--- src/rtl/sbox_cfg.svh ---
/*
 * Build-time configuration of the masked AES S-box.
 * Included by the packages and the RTL modules that size themselves from it.
 */
`ifndef SBOX_CFG_SVH
`define SBOX_CFG_SVH

// boolean shares per masked bit, masking order is one less
`define SBOX_SHARES 3
// AND gadgets in the inversion core
`define SBOX_GADGETS 34
// one fresh bit per share pair
`define SBOX_RND_PER_GADGET (`SBOX_SHARES * (`SBOX_SHARES - 1) / 2)
// request to result, one register per gadget stage
`define SBOX_LATENCY 4

`endif
--- src/rtl/sbox_share_pkg.sv ---
/*
 * Shared-value types of the masked S-box datapath.
 * Element s of a share_bit_t is share s; the XOR of all elements is the bit.
 */
`include "sbox_cfg.svh"

package sbox_share_pkg;

    // one masked bit
    typedef logic [`SBOX_SHARES-1:0] share_bit_t;

    // masked byte, index 7 is the msb
    typedef share_bit_t [7:0] share_byte_t;

    // top linear layer output and middle layer output
    typedef share_bit_t [20:0] share_mid_in_t;
    typedef share_bit_t [17:0] share_mid_out_t;

    // randomness of a single gadget, then of the whole core
    typedef logic [`SBOX_RND_PER_GADGET-1:0] gadget_rnd_t;
    typedef gadget_rnd_t [`SBOX_GADGETS-1:0] sbox_rnd_t;

endpackage

--- src/rtl/sbox_ctrl_pkg.sv ---
/*
 * Control types of the masked S-box: direction code plus the request and
 * result words seen at the top-level ports.
 */
package sbox_ctrl_pkg;

    // forward or inverse S-box
    typedef enum logic {
        op_enc = 1'b0,
        op_dec = 1'b1
    } sbox_op_e;

    // one byte going in
    typedef struct packed {
        logic                        valid;
        sbox_op_e                    op;
        sbox_share_pkg::share_byte_t data;
    } sbox_req_t;

    // one byte coming out, op echoes the request
    typedef struct packed {
        logic                        valid;
        sbox_op_e                    op;
        sbox_share_pkg::share_byte_t data;
    } sbox_rsp_t;

endpackage

--- src/rtl/masked_sbox.sv ---
/*
 * Masked AES S-box, forward and inverse, one shared byte per enabled cycle.
 * Result appears SBOX_LATENCY enabled cycles after capture; en low stalls
 * the whole pipeline and flush drops everything in flight.
 */
`timescale 1ns/10ps
`include "sbox_cfg.svh"

module masked_sbox (
    input  logic                      g_clk,
    input  logic                      arst_n,
    input  logic                      en,
    input  logic                      flush,
    input  sbox_ctrl_pkg::sbox_req_t  req,
    input  sbox_share_pkg::sbox_rnd_t rnd,
    output sbox_ctrl_pkg::sbox_rsp_t  rsp
);
    localparam int lat = `SBOX_LATENCY;

    // travels beside each byte so the output layer matches its item
    typedef struct packed {
        logic                    valid;
        sbox_ctrl_pkg::sbox_op_e op;
    } tag_t;

    tag_t [lat-1:0]                 tag_q;
    sbox_share_pkg::share_mid_in_t  mid_in;
    sbox_share_pkg::share_mid_out_t mid_out;
    sbox_share_pkg::share_byte_t    out_byte;

    sbox_in_layer u_in (
        .x  (req.data),
        .op (req.op),
        .y  (mid_in)
    );

    gf_inv_mid u_mid (
        .g_clk  (g_clk),
        .arst_n (arst_n),
        .en     (en),
        .flush  (flush),
        .rnd    (rnd),
        .x      (mid_in),
        .y      (mid_out)
    );

    sbox_out_layer u_out (
        .x  (mid_out),
        .op (tag_q[lat-1].op),
        .y  (out_byte)
    );

    always_ff @(posedge g_clk or negedge arst_n) begin
        if (!arst_n) begin
            tag_q <= '0;
        end else if (flush) begin
            tag_q <= '0;
        end else if (en) begin
            tag_q <= {tag_q[lat-2:0], req.valid, req.op};
        end
    end

    always_comb begin
        rsp.valid = tag_q[lat-1].valid;
        rsp.op    = tag_q[lat-1].op;
        rsp.data  = out_byte;
    end

endmodule

--- src/rtl/sbox_out_layer.sv ---
/*
 * Bottom linear layers of the forward and inverse AES S-box.
 * Compresses the 18 masked core outputs to a masked byte, op picks the result.
 */
`timescale 1ns/10ps
`include "sbox_cfg.svh"

module sbox_out_layer (
    input  sbox_share_pkg::share_mid_out_t x,
    input  sbox_ctrl_pkg::sbox_op_e        op,
    output sbox_share_pkg::share_byte_t    y
);
    // share 0 only, as in the top layer
    localparam sbox_share_pkg::share_bit_t flip = {{(`SBOX_SHARES - 1){1'b0}}, 1'b1};

    sbox_share_pkg::share_byte_t fwd;
    sbox_share_pkg::share_byte_t inv;

    // forward layer, carries the 0x63 constant
    always_comb begin : fwd_bot
        sbox_share_pkg::share_bit_t t0, t1, t2, t3, t4, t5, t6, t7, t8, t9;
        sbox_share_pkg::share_bit_t t10, t11, t12, t13, t14, t15, t16, t17, t18, t19;
        sbox_share_pkg::share_bit_t t20, t21, t22, t23, t24, t25, t26, t27, t28, t29;
        t0  = x[11] ^ x[12];
        t1  = x[0] ^ x[6];
        t2  = x[14] ^ x[16];
        t3  = x[15] ^ x[5];
        t4  = x[4] ^ x[8];
        t5  = x[17] ^ x[11];
        t6  = x[12] ^ t5;
        t7  = x[14] ^ t3;
        t8  = x[1] ^ x[9];
        t9  = x[2] ^ x[3];
        t10 = x[3] ^ t4;
        t11 = x[10] ^ t2;
        t12 = x[16] ^ x[1];
        t13 = x[0] ^ t0;
        t14 = x[2] ^ x[11];
        t15 = x[5] ^ t1;
        t16 = x[6] ^ t0;
        t17 = x[7] ^ t1;
        t18 = x[8] ^ t8;
        t19 = x[13] ^ t4;
        t20 = t0 ^ t1;
        t21 = t1 ^ t7;
        t22 = t3 ^ t12;
        t23 = t18 ^ t2;
        t24 = t15 ^ t9;
        t25 = t6 ^ t10;
        t26 = t7 ^ t9;
        t27 = t8 ^ t10;
        t28 = t11 ^ t14;
        t29 = t11 ^ t17;
        fwd[0] = t6 ^ t23 ^ flip;
        fwd[1] = t13 ^ t27 ^ flip;
        fwd[2] = t25 ^ t29;
        fwd[3] = t20 ^ t22;
        fwd[4] = t6 ^ t21;
        fwd[5] = t19 ^ t28 ^ flip;
        fwd[6] = t16 ^ t26 ^ flip;
        fwd[7] = t6 ^ t24;
    end

    // inverse layer, purely linear here
    always_comb begin : inv_bot
        sbox_share_pkg::share_bit_t t0, t1, t2, t3, t4, t5, t6, t7, t8, t9;
        sbox_share_pkg::share_bit_t t10, t11, t12, t13, t14, t15, t16, t17, t18, t19;
        sbox_share_pkg::share_bit_t t20, t22, t23, t24, t25, t26, t27, t28, t29;
        t0  = x[2] ^ x[11];
        t1  = x[8] ^ x[9];
        t2  = x[4] ^ x[12];
        t3  = x[15] ^ x[0];
        t4  = x[16] ^ x[6];
        t5  = x[14] ^ x[1];
        t6  = x[17] ^ x[10];
        t7  = t0 ^ t1;
        t8  = x[0] ^ x[3];
        t9  = x[5] ^ x[13];
        t10 = x[7] ^ t4;
        t11 = t0 ^ t3;
        t12 = x[14] ^ x[16];
        t13 = x[17] ^ x[1];
        t14 = x[17] ^ x[12];
        t15 = x[4] ^ x[9];
        t16 = x[7] ^ x[11];
        t17 = x[8] ^ t2;
        t18 = x[13] ^ t5;
        t19 = t2 ^ t3;
        t20 = t4 ^ t6;
        t22 = t2 ^ t7;
        t23 = t7 ^ t8;
        t24 = t5 ^ t7;
        t25 = t6 ^ t10;
        t26 = t9 ^ t11;
        t27 = t10 ^ t18;
        t28 = t11 ^ t25;
        t29 = t15 ^ t20;
        inv[0] = t9 ^ t16;
        inv[1] = t14 ^ t23;
        inv[2] = t19 ^ t24;
        inv[3] = t23 ^ t27;
        inv[4] = t12 ^ t22;
        inv[5] = t17 ^ t28;
        inv[6] = t26 ^ t29;
        inv[7] = t13 ^ t22;
    end

    assign y = (op == sbox_ctrl_pkg::op_dec) ? inv : fwd;

endmodule

--- src/rtl/gf_inv_mid.sv ---
/*
 * Masked nonlinear core shared by both S-box directions (GF(2^8) inversion).
 * Four stages of DOM AND gadgets with XOR networks in between; input bits
 * and linear terms reused later ride along in en-gated delay registers.
 */
`timescale 1ns/10ps
`include "sbox_cfg.svh"

module gf_inv_mid (
    input  logic                           g_clk,
    input  logic                           arst_n,
    input  logic                           en,
    input  logic                           flush,
    input  sbox_share_pkg::sbox_rnd_t      rnd,
    input  sbox_share_pkg::share_mid_in_t  x,
    output sbox_share_pkg::share_mid_out_t y
);
    // input bit pairs of stage 1, and the input bit of each output gadget
    localparam int s1_a [9]  = '{9, 17, 14, 3, 16, 15, 1, 4, 2};
    localparam int s1_b [9]  = '{5, 6, 0, 12, 7, 13, 11, 20, 8};
    localparam int s4_b [18] = '{7, 13, 11, 20, 8, 9, 17, 14, 3, 16, 15, 1, 4, 2, 5, 6, 0, 12};

    // delayed values, suffix names the stage whose network reads them
    typedef struct packed {
        sbox_share_pkg::share_mid_in_t [2:0] xin;
        sbox_share_pkg::share_bit_t          t21_s3, t23_s3, t24_s3, t27_s3;
        sbox_share_pkg::share_bit_t          t21_s4, t23_s4, t33_s4, t36_s4;
    } dly_t;

    dly_t dly;

    sbox_share_pkg::share_bit_t [`SBOX_GADGETS-1:0] and_a, and_b, and_q;
    sbox_share_pkg::share_bit_t [8:0]               s4_a;

    sbox_share_pkg::share_bit_t t0, t1, t2, t3, t4, t5, t6, t7, t8, t9, t10;
    sbox_share_pkg::share_bit_t t11, t12, t13, t14, t15, t16, t17, t18, t19, t20;
    sbox_share_pkg::share_bit_t t21, t22, t23, t24, t25, t26, t27, t28, t29, t30;
    sbox_share_pkg::share_bit_t t31, t32, t33, t34, t35, t36, t37, t38, t39, t40;
    sbox_share_pkg::share_bit_t t41, t42, t43, t44, t45;

    for (genvar k = 0; k < `SBOX_GADGETS; k++) begin : g_and
        dom_and u_and (
            .g_clk  (g_clk),
            .arst_n (arst_n),
            .en     (en),
            .flush  (flush),
            .a      (and_a[k]),
            .b      (and_b[k]),
            .rnd    (rnd[k]),
            .q      (and_q[k])
        );
    end

    // stage 1 reads the top layer directly
    for (genvar k = 0; k < 9; k++) begin : g_s1_ops
        assign and_a[k] = x[s1_a[k]];
        assign and_b[k] = x[s1_b[k]];
    end

    assign t1  = and_q[0];
    assign t2  = and_q[1];
    assign t4  = and_q[2];
    assign t6  = and_q[3];
    assign t7  = and_q[4];
    assign t9  = and_q[5];
    assign t11 = and_q[6];
    assign t12 = and_q[7];
    assign t14 = and_q[8];

    // network after stage 1, input bits taken one cycle late
    assign t0  = dly.xin[0][3] ^ dly.xin[0][12];
    assign t3  = dly.xin[0][10] ^ t1;
    assign t5  = t4 ^ t1;
    assign t8  = t0 ^ t6;
    assign t10 = t9 ^ t6;
    assign t13 = t12 ^ t11;
    assign t15 = t14 ^ t11;
    assign t16 = t3 ^ t2;
    assign t17 = t5 ^ dly.xin[0][18];
    assign t18 = t8 ^ t7;
    assign t19 = t10 ^ t15;
    assign t20 = t16 ^ t13;
    assign t21 = t17 ^ t15;
    assign t22 = t18 ^ t13;
    assign t23 = t19 ^ dly.xin[0][19];
    assign t24 = t22 ^ t23;
    assign t27 = t20 ^ t21;

    assign and_a[9]  = t22;
    assign and_b[9]  = t20;
    assign and_a[10] = t20;
    assign and_b[10] = t23;
    assign and_a[11] = t21;
    assign and_b[11] = t22;

    assign t25 = and_q[9];
    assign t31 = and_q[10];
    assign t34 = and_q[11];

    // network after stage 2
    assign t26 = dly.t21_s3 ^ t25;
    assign t28 = dly.t23_s3 ^ t25;
    assign t33 = dly.t27_s3 ^ t25;
    assign t36 = dly.t24_s3 ^ t25;

    assign and_a[12] = t28;
    assign and_b[12] = dly.t27_s3;
    assign and_a[13] = t26;
    assign and_b[13] = dly.t24_s3;
    assign and_a[14] = dly.t27_s3;
    assign and_b[14] = t31;
    assign and_a[15] = dly.t24_s3;
    assign and_b[15] = t34;

    assign t29 = and_q[12];
    assign t30 = and_q[13];
    assign t32 = and_q[14];
    assign t35 = and_q[15];

    // network after stage 3
    assign t37 = dly.t21_s4 ^ t29;
    assign t38 = t32 ^ dly.t33_s4;
    assign t39 = dly.t23_s4 ^ t30;
    assign t40 = t35 ^ dly.t36_s4;
    assign t41 = t38 ^ t40;
    assign t42 = t37 ^ t39;
    assign t43 = t37 ^ t38;
    assign t44 = t39 ^ t40;
    assign t45 = t42 ^ t41;

    // output gadgets j and j+9 share their left operand
    assign s4_a = {t43, t39, t40, t44, t41, t45, t42, t37, t38};

    for (genvar k = 0; k < 18; k++) begin : g_s4_ops
        assign and_a[16 + k] = s4_a[k % 9];
        assign and_b[16 + k] = dly.xin[2][s4_b[k]];
        assign y[k]          = and_q[16 + k];
    end

    always_ff @(posedge g_clk or negedge arst_n) begin
        if (!arst_n) begin
            dly <= '0;
        end else if (flush) begin
            dly <= '0;
        end else if (en) begin
            dly.xin    <= {dly.xin[1:0], x};
            dly.t21_s3 <= t21;
            dly.t23_s3 <= t23;
            dly.t24_s3 <= t24;
            dly.t27_s3 <= t27;
            dly.t21_s4 <= dly.t21_s3;
            dly.t23_s4 <= dly.t23_s3;
            dly.t33_s4 <= t33;
            dly.t36_s4 <= t36;
        end
    end

endmodule

--- src/rtl/sbox_in_layer.sv ---
/*
 * Top linear layers of the forward and inverse AES S-box on a masked byte.
 * Both 21-bit vectors are formed share-wise and op picks one for the core.
 */
`timescale 1ns/10ps
`include "sbox_cfg.svh"

module sbox_in_layer (
    input  sbox_share_pkg::share_byte_t   x,
    input  sbox_ctrl_pkg::sbox_op_e       op,
    output sbox_share_pkg::share_mid_in_t y
);
    // complementing a masked bit only needs share 0
    localparam sbox_share_pkg::share_bit_t flip = {{(`SBOX_SHARES - 1){1'b0}}, 1'b1};

    sbox_share_pkg::share_mid_in_t fwd;
    sbox_share_pkg::share_mid_in_t inv;

    // forward layer
    always_comb begin : fwd_top
        sbox_share_pkg::share_bit_t t0, t1, t2, t3, t4, t5;
        t0      = x[3] ^ x[1];
        t1      = x[6] ^ x[5];
        t2      = x[6] ^ x[2];
        t3      = x[5] ^ x[2];
        t4      = x[4] ^ x[0];
        t5      = x[1] ^ x[0];
        fwd[0]  = x[0];
        fwd[1]  = x[7] ^ x[4];
        fwd[2]  = x[7] ^ x[2];
        fwd[3]  = x[7] ^ x[1];
        fwd[4]  = x[4] ^ x[2];
        fwd[5]  = fwd[1] ^ t0;
        fwd[6]  = x[0] ^ fwd[5];
        fwd[7]  = x[0] ^ t1;
        fwd[8]  = fwd[5] ^ t1;
        fwd[9]  = fwd[3] ^ fwd[4];
        fwd[10] = fwd[5] ^ t2;
        fwd[11] = t0 ^ t2;
        fwd[12] = t0 ^ t3;
        fwd[13] = fwd[7] ^ fwd[12];
        fwd[14] = t1 ^ t4;
        fwd[15] = fwd[1] ^ fwd[14];
        fwd[16] = t1 ^ t5;
        fwd[17] = fwd[2] ^ fwd[16];
        fwd[18] = fwd[2] ^ fwd[8];
        fwd[19] = fwd[15] ^ fwd[13];
        fwd[20] = fwd[1] ^ t3;
    end

    // inverse layer, the affine constant shows up as flips
    always_comb begin : inv_top
        sbox_share_pkg::share_bit_t t0, t1, t2, t3, t4;
        t0      = x[1] ^ x[0];
        t1      = x[6] ^ x[1];
        t2      = x[5] ^ x[2] ^ flip;
        t3      = x[2] ^ x[1] ^ flip;
        t4      = x[5] ^ x[3] ^ flip;
        inv[17] = x[7] ^ x[4];
        inv[16] = x[6] ^ x[4] ^ flip;
        inv[2]  = x[7] ^ x[6] ^ flip;
        inv[1]  = x[4] ^ x[3];
        inv[18] = x[3] ^ x[0] ^ flip;
        inv[6]  = x[6] ^ inv[17] ^ flip;
        inv[14] = inv[16] ^ t0;
        inv[7]  = x[0] ^ inv[1] ^ flip;
        inv[8]  = inv[2] ^ inv[18];
        inv[9]  = inv[2] ^ t0;
        inv[3]  = inv[1] ^ t0;
        inv[19] = x[5] ^ inv[1] ^ flip;
        inv[13] = x[5] ^ inv[14] ^ flip;
        inv[15] = inv[18] ^ t1;
        inv[4]  = x[3] ^ inv[6];
        inv[5]  = inv[16] ^ t2;
        inv[12] = t1 ^ t4;
        inv[20] = inv[1] ^ t3;
        inv[11] = inv[8] ^ inv[20];
        inv[10] = inv[8] ^ t3;
        inv[0]  = x[7] ^ t2;
    end

    assign y = (op == sbox_ctrl_pkg::op_dec) ? inv : fwd;

endmodule

--- src/rtl/dom_and.sv ---
/*
 * Domain-oriented masked AND of two shared bits.
 * All share products are registered, cross-domain ones remasked first,
 * so q follows a and b by one enabled cycle.
 */
`timescale 1ns/10ps
`include "sbox_cfg.svh"

module dom_and (
    input  logic                        g_clk,
    input  logic                        arst_n,
    input  logic                        en,
    input  logic                        flush,
    input  sbox_share_pkg::share_bit_t  a,
    input  sbox_share_pkg::share_bit_t  b,
    input  sbox_share_pkg::gadget_rnd_t rnd,
    output sbox_share_pkg::share_bit_t  q
);
    localparam int n = `SBOX_SHARES;

    // row i collects the terms that sum into domain i
    logic [n-1:0][n-1:0] term_d;
    logic [n-1:0][n-1:0] term_q;

    for (genvar i = 0; i < n; i++) begin : g_dom
        for (genvar j = 0; j < n; j++) begin : g_term
            if (i == j) begin : g_inner
                assign term_d[i][j] = a[i] & b[j];
            end else begin : g_cross
                localparam int lo = (i < j) ? i : j;
                localparam int hi = (i < j) ? j : i;
                // pairs (i,j) and (j,i) reuse the same bit
                localparam int r = lo * n - lo * (lo + 1) / 2 + hi - lo - 1;
                assign term_d[i][j] = (a[i] & b[j]) ^ rnd[r];
            end
        end
        assign q[i] = ^term_q[i];
    end

    always_ff @(posedge g_clk or negedge arst_n) begin
        if (!arst_n) begin
            term_q <= '0;
        end else if (flush) begin
            term_q <= '0;
        end else if (en) begin
            term_q <= term_d;
        end
    end

endmodule

--- config.mk ---
export PLATFORM = sky130hd
export DESIGN_NAME = masked_sbox
export DESIGN_NICKNAME = d
export VERILOG_FILES = /design/src/rtl/sbox_share_pkg.sv /design/src/rtl/sbox_ctrl_pkg.sv /design/src/rtl/masked_sbox.sv /design/src/rtl/sbox_out_layer.sv /design/src/rtl/gf_inv_mid.sv /design/src/rtl/sbox_in_layer.sv /design/src/rtl/dom_and.sv
export VERILOG_INCLUDE_DIRS = /design/src /design/src/rtl
export SDC_FILE = /design/constraint.sdc
export NUM_CORES = 1
export LEC_CHECK = 0
export BUFFER_PORTS_ARGS = -buffer_cell sky130_fd_sc_hd__buf_2
export CAP_MARGIN = 10
export CORE_MARGIN = 5
export CORE_UTILIZATION = 40
export CTS_CLUSTER_SIZE = 20
export DETAILED_ROUTE_END_ITERATION = 8
export SKIP_CTS_REPAIR_TIMING = 1
export SLEW_MARGIN = 20
export SYNTH_ARGS = -nofsm -noshare
export SYNTH_HDL_FRONTEND = slang
export SYNTH_SLANG_ARGS = --single-unit
--- constraint.sdc ---
create_clock -name g_clk -period 3.71 [get_ports g_clk]
set_input_delay 0.742 -clock g_clk [delete_from_list [all_inputs] [get_ports g_clk]]
set_output_delay 0.742 -clock g_clk [all_outputs]
set_load 0.02 [all_outputs]
==> results of run 1 <==
-- cell type report --
type / instances / share of cell area
Antenna cell: 1 / 0.0000729
Clock buffer: 80 / 0.0466
Clock inverter: 19 / 0.00795
Inverter: 13 / 0.00150
Multi-Input combinational cell: 2209 / 0.489
Sequential cell: 509 / 0.371
Tap cell: 969 / 0.0353
Timing Repair Buffer: 244 / 0.0477
-- through the flow --
step           worst slack (ns)  instances  utilization  total power [mW]  cell area, µm²
6_report                 0.0266       4044        0.461              21.9           34300
5_1_grt                  -0.105       4043        0.461              23.0           34300
4_1_cts                  -0.260       4015        0.454              21.7           33800
3_5_place_dp              0.410       3916        0.429              15.9           31900
3_3_place_gp              0.488       3916        0.429              15.8           31900
2_1_floorplan             0.668       2929            -              12.9           30100
-- logic make-up (layout without fill, tap and decap cells) --
family                 Yosys count  in the layout
AND/OR/NAND/NOR                876            876
XOR/XNOR                       703            703
flip-flops                     509            509
AO/OA/AOI/OAI                  434            434
buffers and inverters          211            356
multiplexers                   196            196
other                            0              1
-- synth_stat cells, types with 20 or more instances --
master    instances
a211oi_1        184
a21oi_1         130
a311oi_1         43
buf_1            20
clkbuf_1        159
dfrtp_1         509
mux2i_1         196
nand2_1         247
nand3_1          91
nor2_1          450
o21ai_0          54
or3_1            45
xnor2_1         270
xnor3_1         113
xor2_1          284
-- power groups by stage --
stage	logic [mW]	registers, mW	clock network, mW
2_1_floorplan	6.51	6.42	0
3_3_place_gp	9.20	6.58	0
3_5_place_dp	9.27	6.61	0
4_1_cts	9.31	6.50	5.84
5_1_grt	10.4	6.57	6.07
6_report	9.62	6.51	5.73
-- registers in the layout, indices dropped and copies added, names as in the netlist --
register and flops:
rsp 2, tag_q 6, u_mid.and_a 6, u_mid.and_b 54, u_mid.dly 135, u_mid.g_and.u_and.term_q 306
-- cell usage in the layout (no fill, tap or decap), drive strengths merged, types with 4 or more instances in the layout --
cell type  count
dfrtp        509
nor2         450
xor2         290
xnor2        287
nand2        247
buf          244
mux2i        196
a211oi       184
a21oi        130
xnor3        114
nand3         91
clkbuf        80
o21ai         55
or3           45
a311oi        43
inv           15
nor3          14
xor3          12
clkinv         9
nor2b          8
or2            7
a2bb2oi        7
bufinv         6
nor3b          5
a21boi         5
and2           4
-- worst reg2reg max path, cell delays in order, from the launching register on --
cell and delay (ns):
dfrtp_1 0.39, xor2_1 0.19, xnor2_2 0.57, xor2_2 0.58
xnor2_1 0.30, or3_1 0.37, a311oi_1 0.29
-- path summary, 6_finish.rpt --
check                                                 from                         endpoint  slack, ns  cells past startpoint
setup / recovery           u_mid.g_and[33].u_and.term_q[2]                          rsp[15]       0.03                      7
hold / removal                                      arst_n                     u_mid.dly[3]       0.05                      1
setup reg to reg           u_mid.g_and[13].u_and.term_q[5]  u_mid.g_and[19].u_and.term_q[3]       0.89                      6
hold reg to reg                              u_mid.dly[39]                    u_mid.dly[39]       0.52                      2
max in group asynchronous                           arst_n                          rsp[24]       2.62                      2
min in group g_clk                                 req[25]                         tag_q[1]       0.39                      3
-- metal layers --
metal | up-vias | wire length, µm | GRT usage
met4 | 8 | 3120 | 0.0723
met1 | 10700 | 39400 | 0.300
li1 | 10100 | - | -
met3 | 133 | 5610 | 0.0462
met2 | 590 | 38500 | 0.315
met5 | - | 51 | 0
==> results.toml, run 1 <==
[clock_tree]
cts_num_sinks = 509
cts_buffers = 54
root_buffer = "clkbuf_16"
clockBufferDepth = 3
cts_tree = "built"
insertion_delay_ns = 0.61
htreeDepth = 2
clk_pin_slew_ns = 0.06

[layout]
drive_above_1_share = 0.136
final_nets = 3163
multi_input_comb_area_um2 = 16800
regArea_um2 = 12700
syn2layout_area_growth_pct = 14.1
nFillCells = 6949

[setup_path]
critPathCaptureType = "output pin"
worstPathArrival_ns = 2.94
crit_slowest_cell = "xnor3_1"
cp_top_family = "XOR/XNOR gates"
critical_path.max_fanout = 3
critPathRequiredTime_ns = 2.97
worstSetupStartpointType = "flop"
crit_path_max_incr_delay_ns = 0.45
crit_chain = "xnor3_2 -> xnor3_1 -> xnor3_1 -> xnor2_1 -> mux2i_1 -> xnor2_1 -> buf_4"
critPathKind = "flop to output pin"
crit_buf_inv = 1

[pwr]
seq_power_share = 0.298
power.internal_mw = 13.5
p_sw_mw = 8.36
clkPwrFrac = 0.262
powerDensity_nw_per_um2 = 637
swShare = 0.383
vdd_drop_max_mv = 0.379
p_comb_frac = 0.440
p_leak_nw = 15.5

[timing]
clock_skew_ns = 0.0123
layout_worst_path_cycle_share = 0.993
maxSlewHeadroom = 0.341
finalSetupViolations = 0
slew_viol_final = 0
fmax_mhz = 271
min_period_ns = 3.68
rsz0062_at_grt = "yes"
holdWs_ns = 0.0538
hold_violations = 0
tns_ns = 0
tightest_slew_ns = 0.989

[floorplanning]
start_util = 0.404
core_um2 = 74400
die_y_um = 284
die_x_um = 284
num_rows = 100
die_area_um2 = 80800
ioPinCount = 158

[drt]
drtPass1Iterations = 5
vias = 21500
drtAntennaViolNets = 0
drt-initial-drc-count = 1780
drc = 0
viasPerCell = 5.32
wl_per_cell_um = 21.4
wl_um = 86700

[worst_hold_path]
hold_class = "input pin to asynchronous set/reset pin"

[grt]
grt_pass1_vias = 21300
grt_max_degree = 196
overflow = 0
antenna_found_initial = 7
grt_pass1_wl_um = 133000
grt_usage = 0.209

[synth]
synthFlopType = "dfrtp_1"
syn_avg_cell_area_um2 = 10.3
yosysWarningCount = 0
async_flop_share = 1.00
synth-xor-area-share = 0.269
ys_seq_area_frac = 0.424
synth_fp_nets = 3061
ys_ff_latch = 509
yosys.area_share.adder = 0
synth_top_family_by_area = "XOR/XNOR gates"
synth_compound_area_frac = 0.0950
synth_area_leader_cell = "dfrtp_1"
synth-simple-area-share = 0.120
syn_area_um2 = 30100
synth_top_area_share = 0.424
synth_area_leaders = "dfrtp_1 42%, xnor3_1 8.5%, xor2_1 8.3%"
synthesis.instances = 2929
synthDistinctLibCells = 43
muxShareOfSynthArea = 0.0652
synth-edff-count = 0

[outcome]
run_status = "completed"

[placed_design]
portBuffers = 157
routabilityCongestion = 0.876
hpwl_um = 62400

[flow_run]
max_cap_viol_count = 0
(Power assumes the default switching activity.)
==> inputs of run 2 (changes only) <==
Clock period 3.71 ns to 3.4 ns, I/O delays scaled along.
==> run 2 against run 1 <==
  * The flow now finishes with violations (negative setup slack)
  * First-iteration DRC count is 3.0% higher
  * Global-route usage hardly changed
  * Hold slack got worse by 0.046 ns
  * Sequential power rose by 9.2%
  * Cell area grew 2.1%
  * Utilization up 0.98 points
  * Wire length rose by 1.5%
  * Clock-buffer cell count grew 4
  * Non-clock buffer count increased by 43
  * Critical path depth stayed put
  * Critical path type unchanged
  * Highest routed layer unchanged
==> results.toml, run 2 (synthesis results as in run 1) <==
[setup_path]
critPathCaptureType = "output pin"
rrSetupSlack_ns = 0.73
critical_path.max_fanout = 2
worstPathArrival_ns = 2.97
critPathRequiredTime_ns = 2.72
critPathKind = "flop to output pin"
reg2reg_to = "u_mid.g_and[11].u_and.term_q[7]"
reg2reg_from = "u_mid.g_and[6].u_and.term_q[4]"
rr_worst_depth = 5
worstSetupStartpointType = "flop"

[layout]
syn2layout_area_growth_pct = 16.5
drive_above_1_share = 0.162
layout_commonest_cell = "dfrtp_1"
largest_register_ffs = 306
final_cell_mix = "508 x dfrtp_1, 450 x nor2_1, 278 x xor2_1"
final_nets = 3209
regMostFlops = "u_mid.g_and.u_and.term_q"
final_cells = 4095

[clock_tree]
insertion_delay_ns = 0.61
cts_tree = "built"
root_buffer = "clkbuf_16"
clockBufferDepth = 3
htreeDepth = 2
cts_buffers = 57
clk_pin_slew_ns = 0.06
cts_num_sinks = 509

[timing]
fmax_mhz = 274
tns_ns = -2.13
fin_ws_ns = -0.252
rsz0062_at_grt = "yes"
clock_skew_ns = 0.0114
hold_violations = 0
maxSlewHeadroom = 0.307
tightest_slew_ns = 1.04
finalSetupViolations = 21
layout_worst_path_cycle_share = 1.07
min_period_ns = 3.65
holdWs_ns = 0.00779
slew_viol_final = 0

[pwr]
p_leak_nw = 15.9
p_comb_frac = 0.454
finalPower_mw = 24.4
power.internal_mw = 15.1
swShare = 0.382
powerDensity_nw_per_um2 = 697
vdd_drop_max_mv = 0.426
seq_power_share = 0.291
clkPwrFrac = 0.255
p_sw_mw = 9.32

[floorplanning]
die_x_um = 284
die_area_um2 = 80800
start_util = 0.404
core_um2 = 74400
num_rows = 100
die_y_um = 284
ioPinCount = 158

[grt]
grt_pass1_vias = 21200
grt_usage = 0.209
overflow = 0
grt_max_degree = 213
antenna_found_initial = 6
grt_pass1_wl_um = 133000

[drt]
drtAntennaViolNets = 0
drc = 0
drtPass1Iterations = 5
drt-initial-drc-count = 1834
wl_per_cell_um = 21.5
viasPerCell = 5.33
vias = 21800
wl_um = 88000

[outcome]
run_status = "complete, but fails checks"
violations = "negative setup slack"

[flow_run]
max_cap_viol_count = 0

[placed_design]
dpl.cell_count = 3928
hpwl_um = 63000
routabilityCongestion = 0.911
dp_slack_ns = 0.218
portBuffers = 157

[worst_hold_path]
hold_class = "input pin to asynchronous set/reset pin"
## run 2: area by class of cell
class,instances,area (µm²)
Clock inverter,19,180
Multi-Input combinational cell,2209,17100
Antenna cell,5,12.5
Timing Repair Buffer,287,2060
Sequential cell,509,12700
Inverter,13,51.3
Fill cell,6789,39400
Tap cell,969,1210
Clock buffer,84,1720
## run 2: worst max path at each step
| stage | endpoint | from | cells past startpoint |
|---|---|---|---|
| detailed placement | rsp[15] | u_mid.g_and[33].u_and.term_q[1] | 7 |
| global route | rsp[15] | u_mid.g_and[26].u_and.term_q[0] | 7 |
| finish | rsp[15] | u_mid.g_and[26].u_and.term_q[0] | 7 |
| global placement | rsp[18] | u_mid.g_and[33].u_and.term_q[1] | 7 |
| floorplan | rsp[15] | u_mid.g_and[33].u_and.term_q[1] | 6 |
| CTS | rsp[15] | u_mid.g_and[33].u_and.term_q[1] | 7 |
## run 2: power groups by stage
stage / sequential, mW / clock [mW] / combinational, mW
detailed placement: 7.21 / 0 / 10.2
global route: 7.17 / 6.58 / 11.9
CTS: 7.10 / 6.37 / 10.3
global placement: 7.18 / 0 / 10.1
finish: 7.11 / 6.23 / 11.1
floorplan: 7.01 / 0 / 7.10
## run 2: stage by stage
step,utilization,area (µm²)
after floorplan,-,30100
after global placement,0.430,32000
after detailed placement,0.430,32000
after CTS,0.456,33900
after global routing,0.470,35000
final,0.471,35000
## run 2: layer usage
layer	global-route usage	up-vias	wire length [µm]
met5	0	-	13
met4	0.0549	2	2200
met3	0.0280	106	5380
met2	0.330	572	40500
met1	0.306	10900	39900
li1	-	10300	-
## run 2: critical path: stages, from the launching register on
cell and delay (ns):
dfrtp_1 0.41, xnor3_2 0.44, xnor3_2 0.43, xnor3_2 0.42, xnor2_1 0.19, mux2i_1 0.13
xnor2_1 0.17, buf_4 0.16
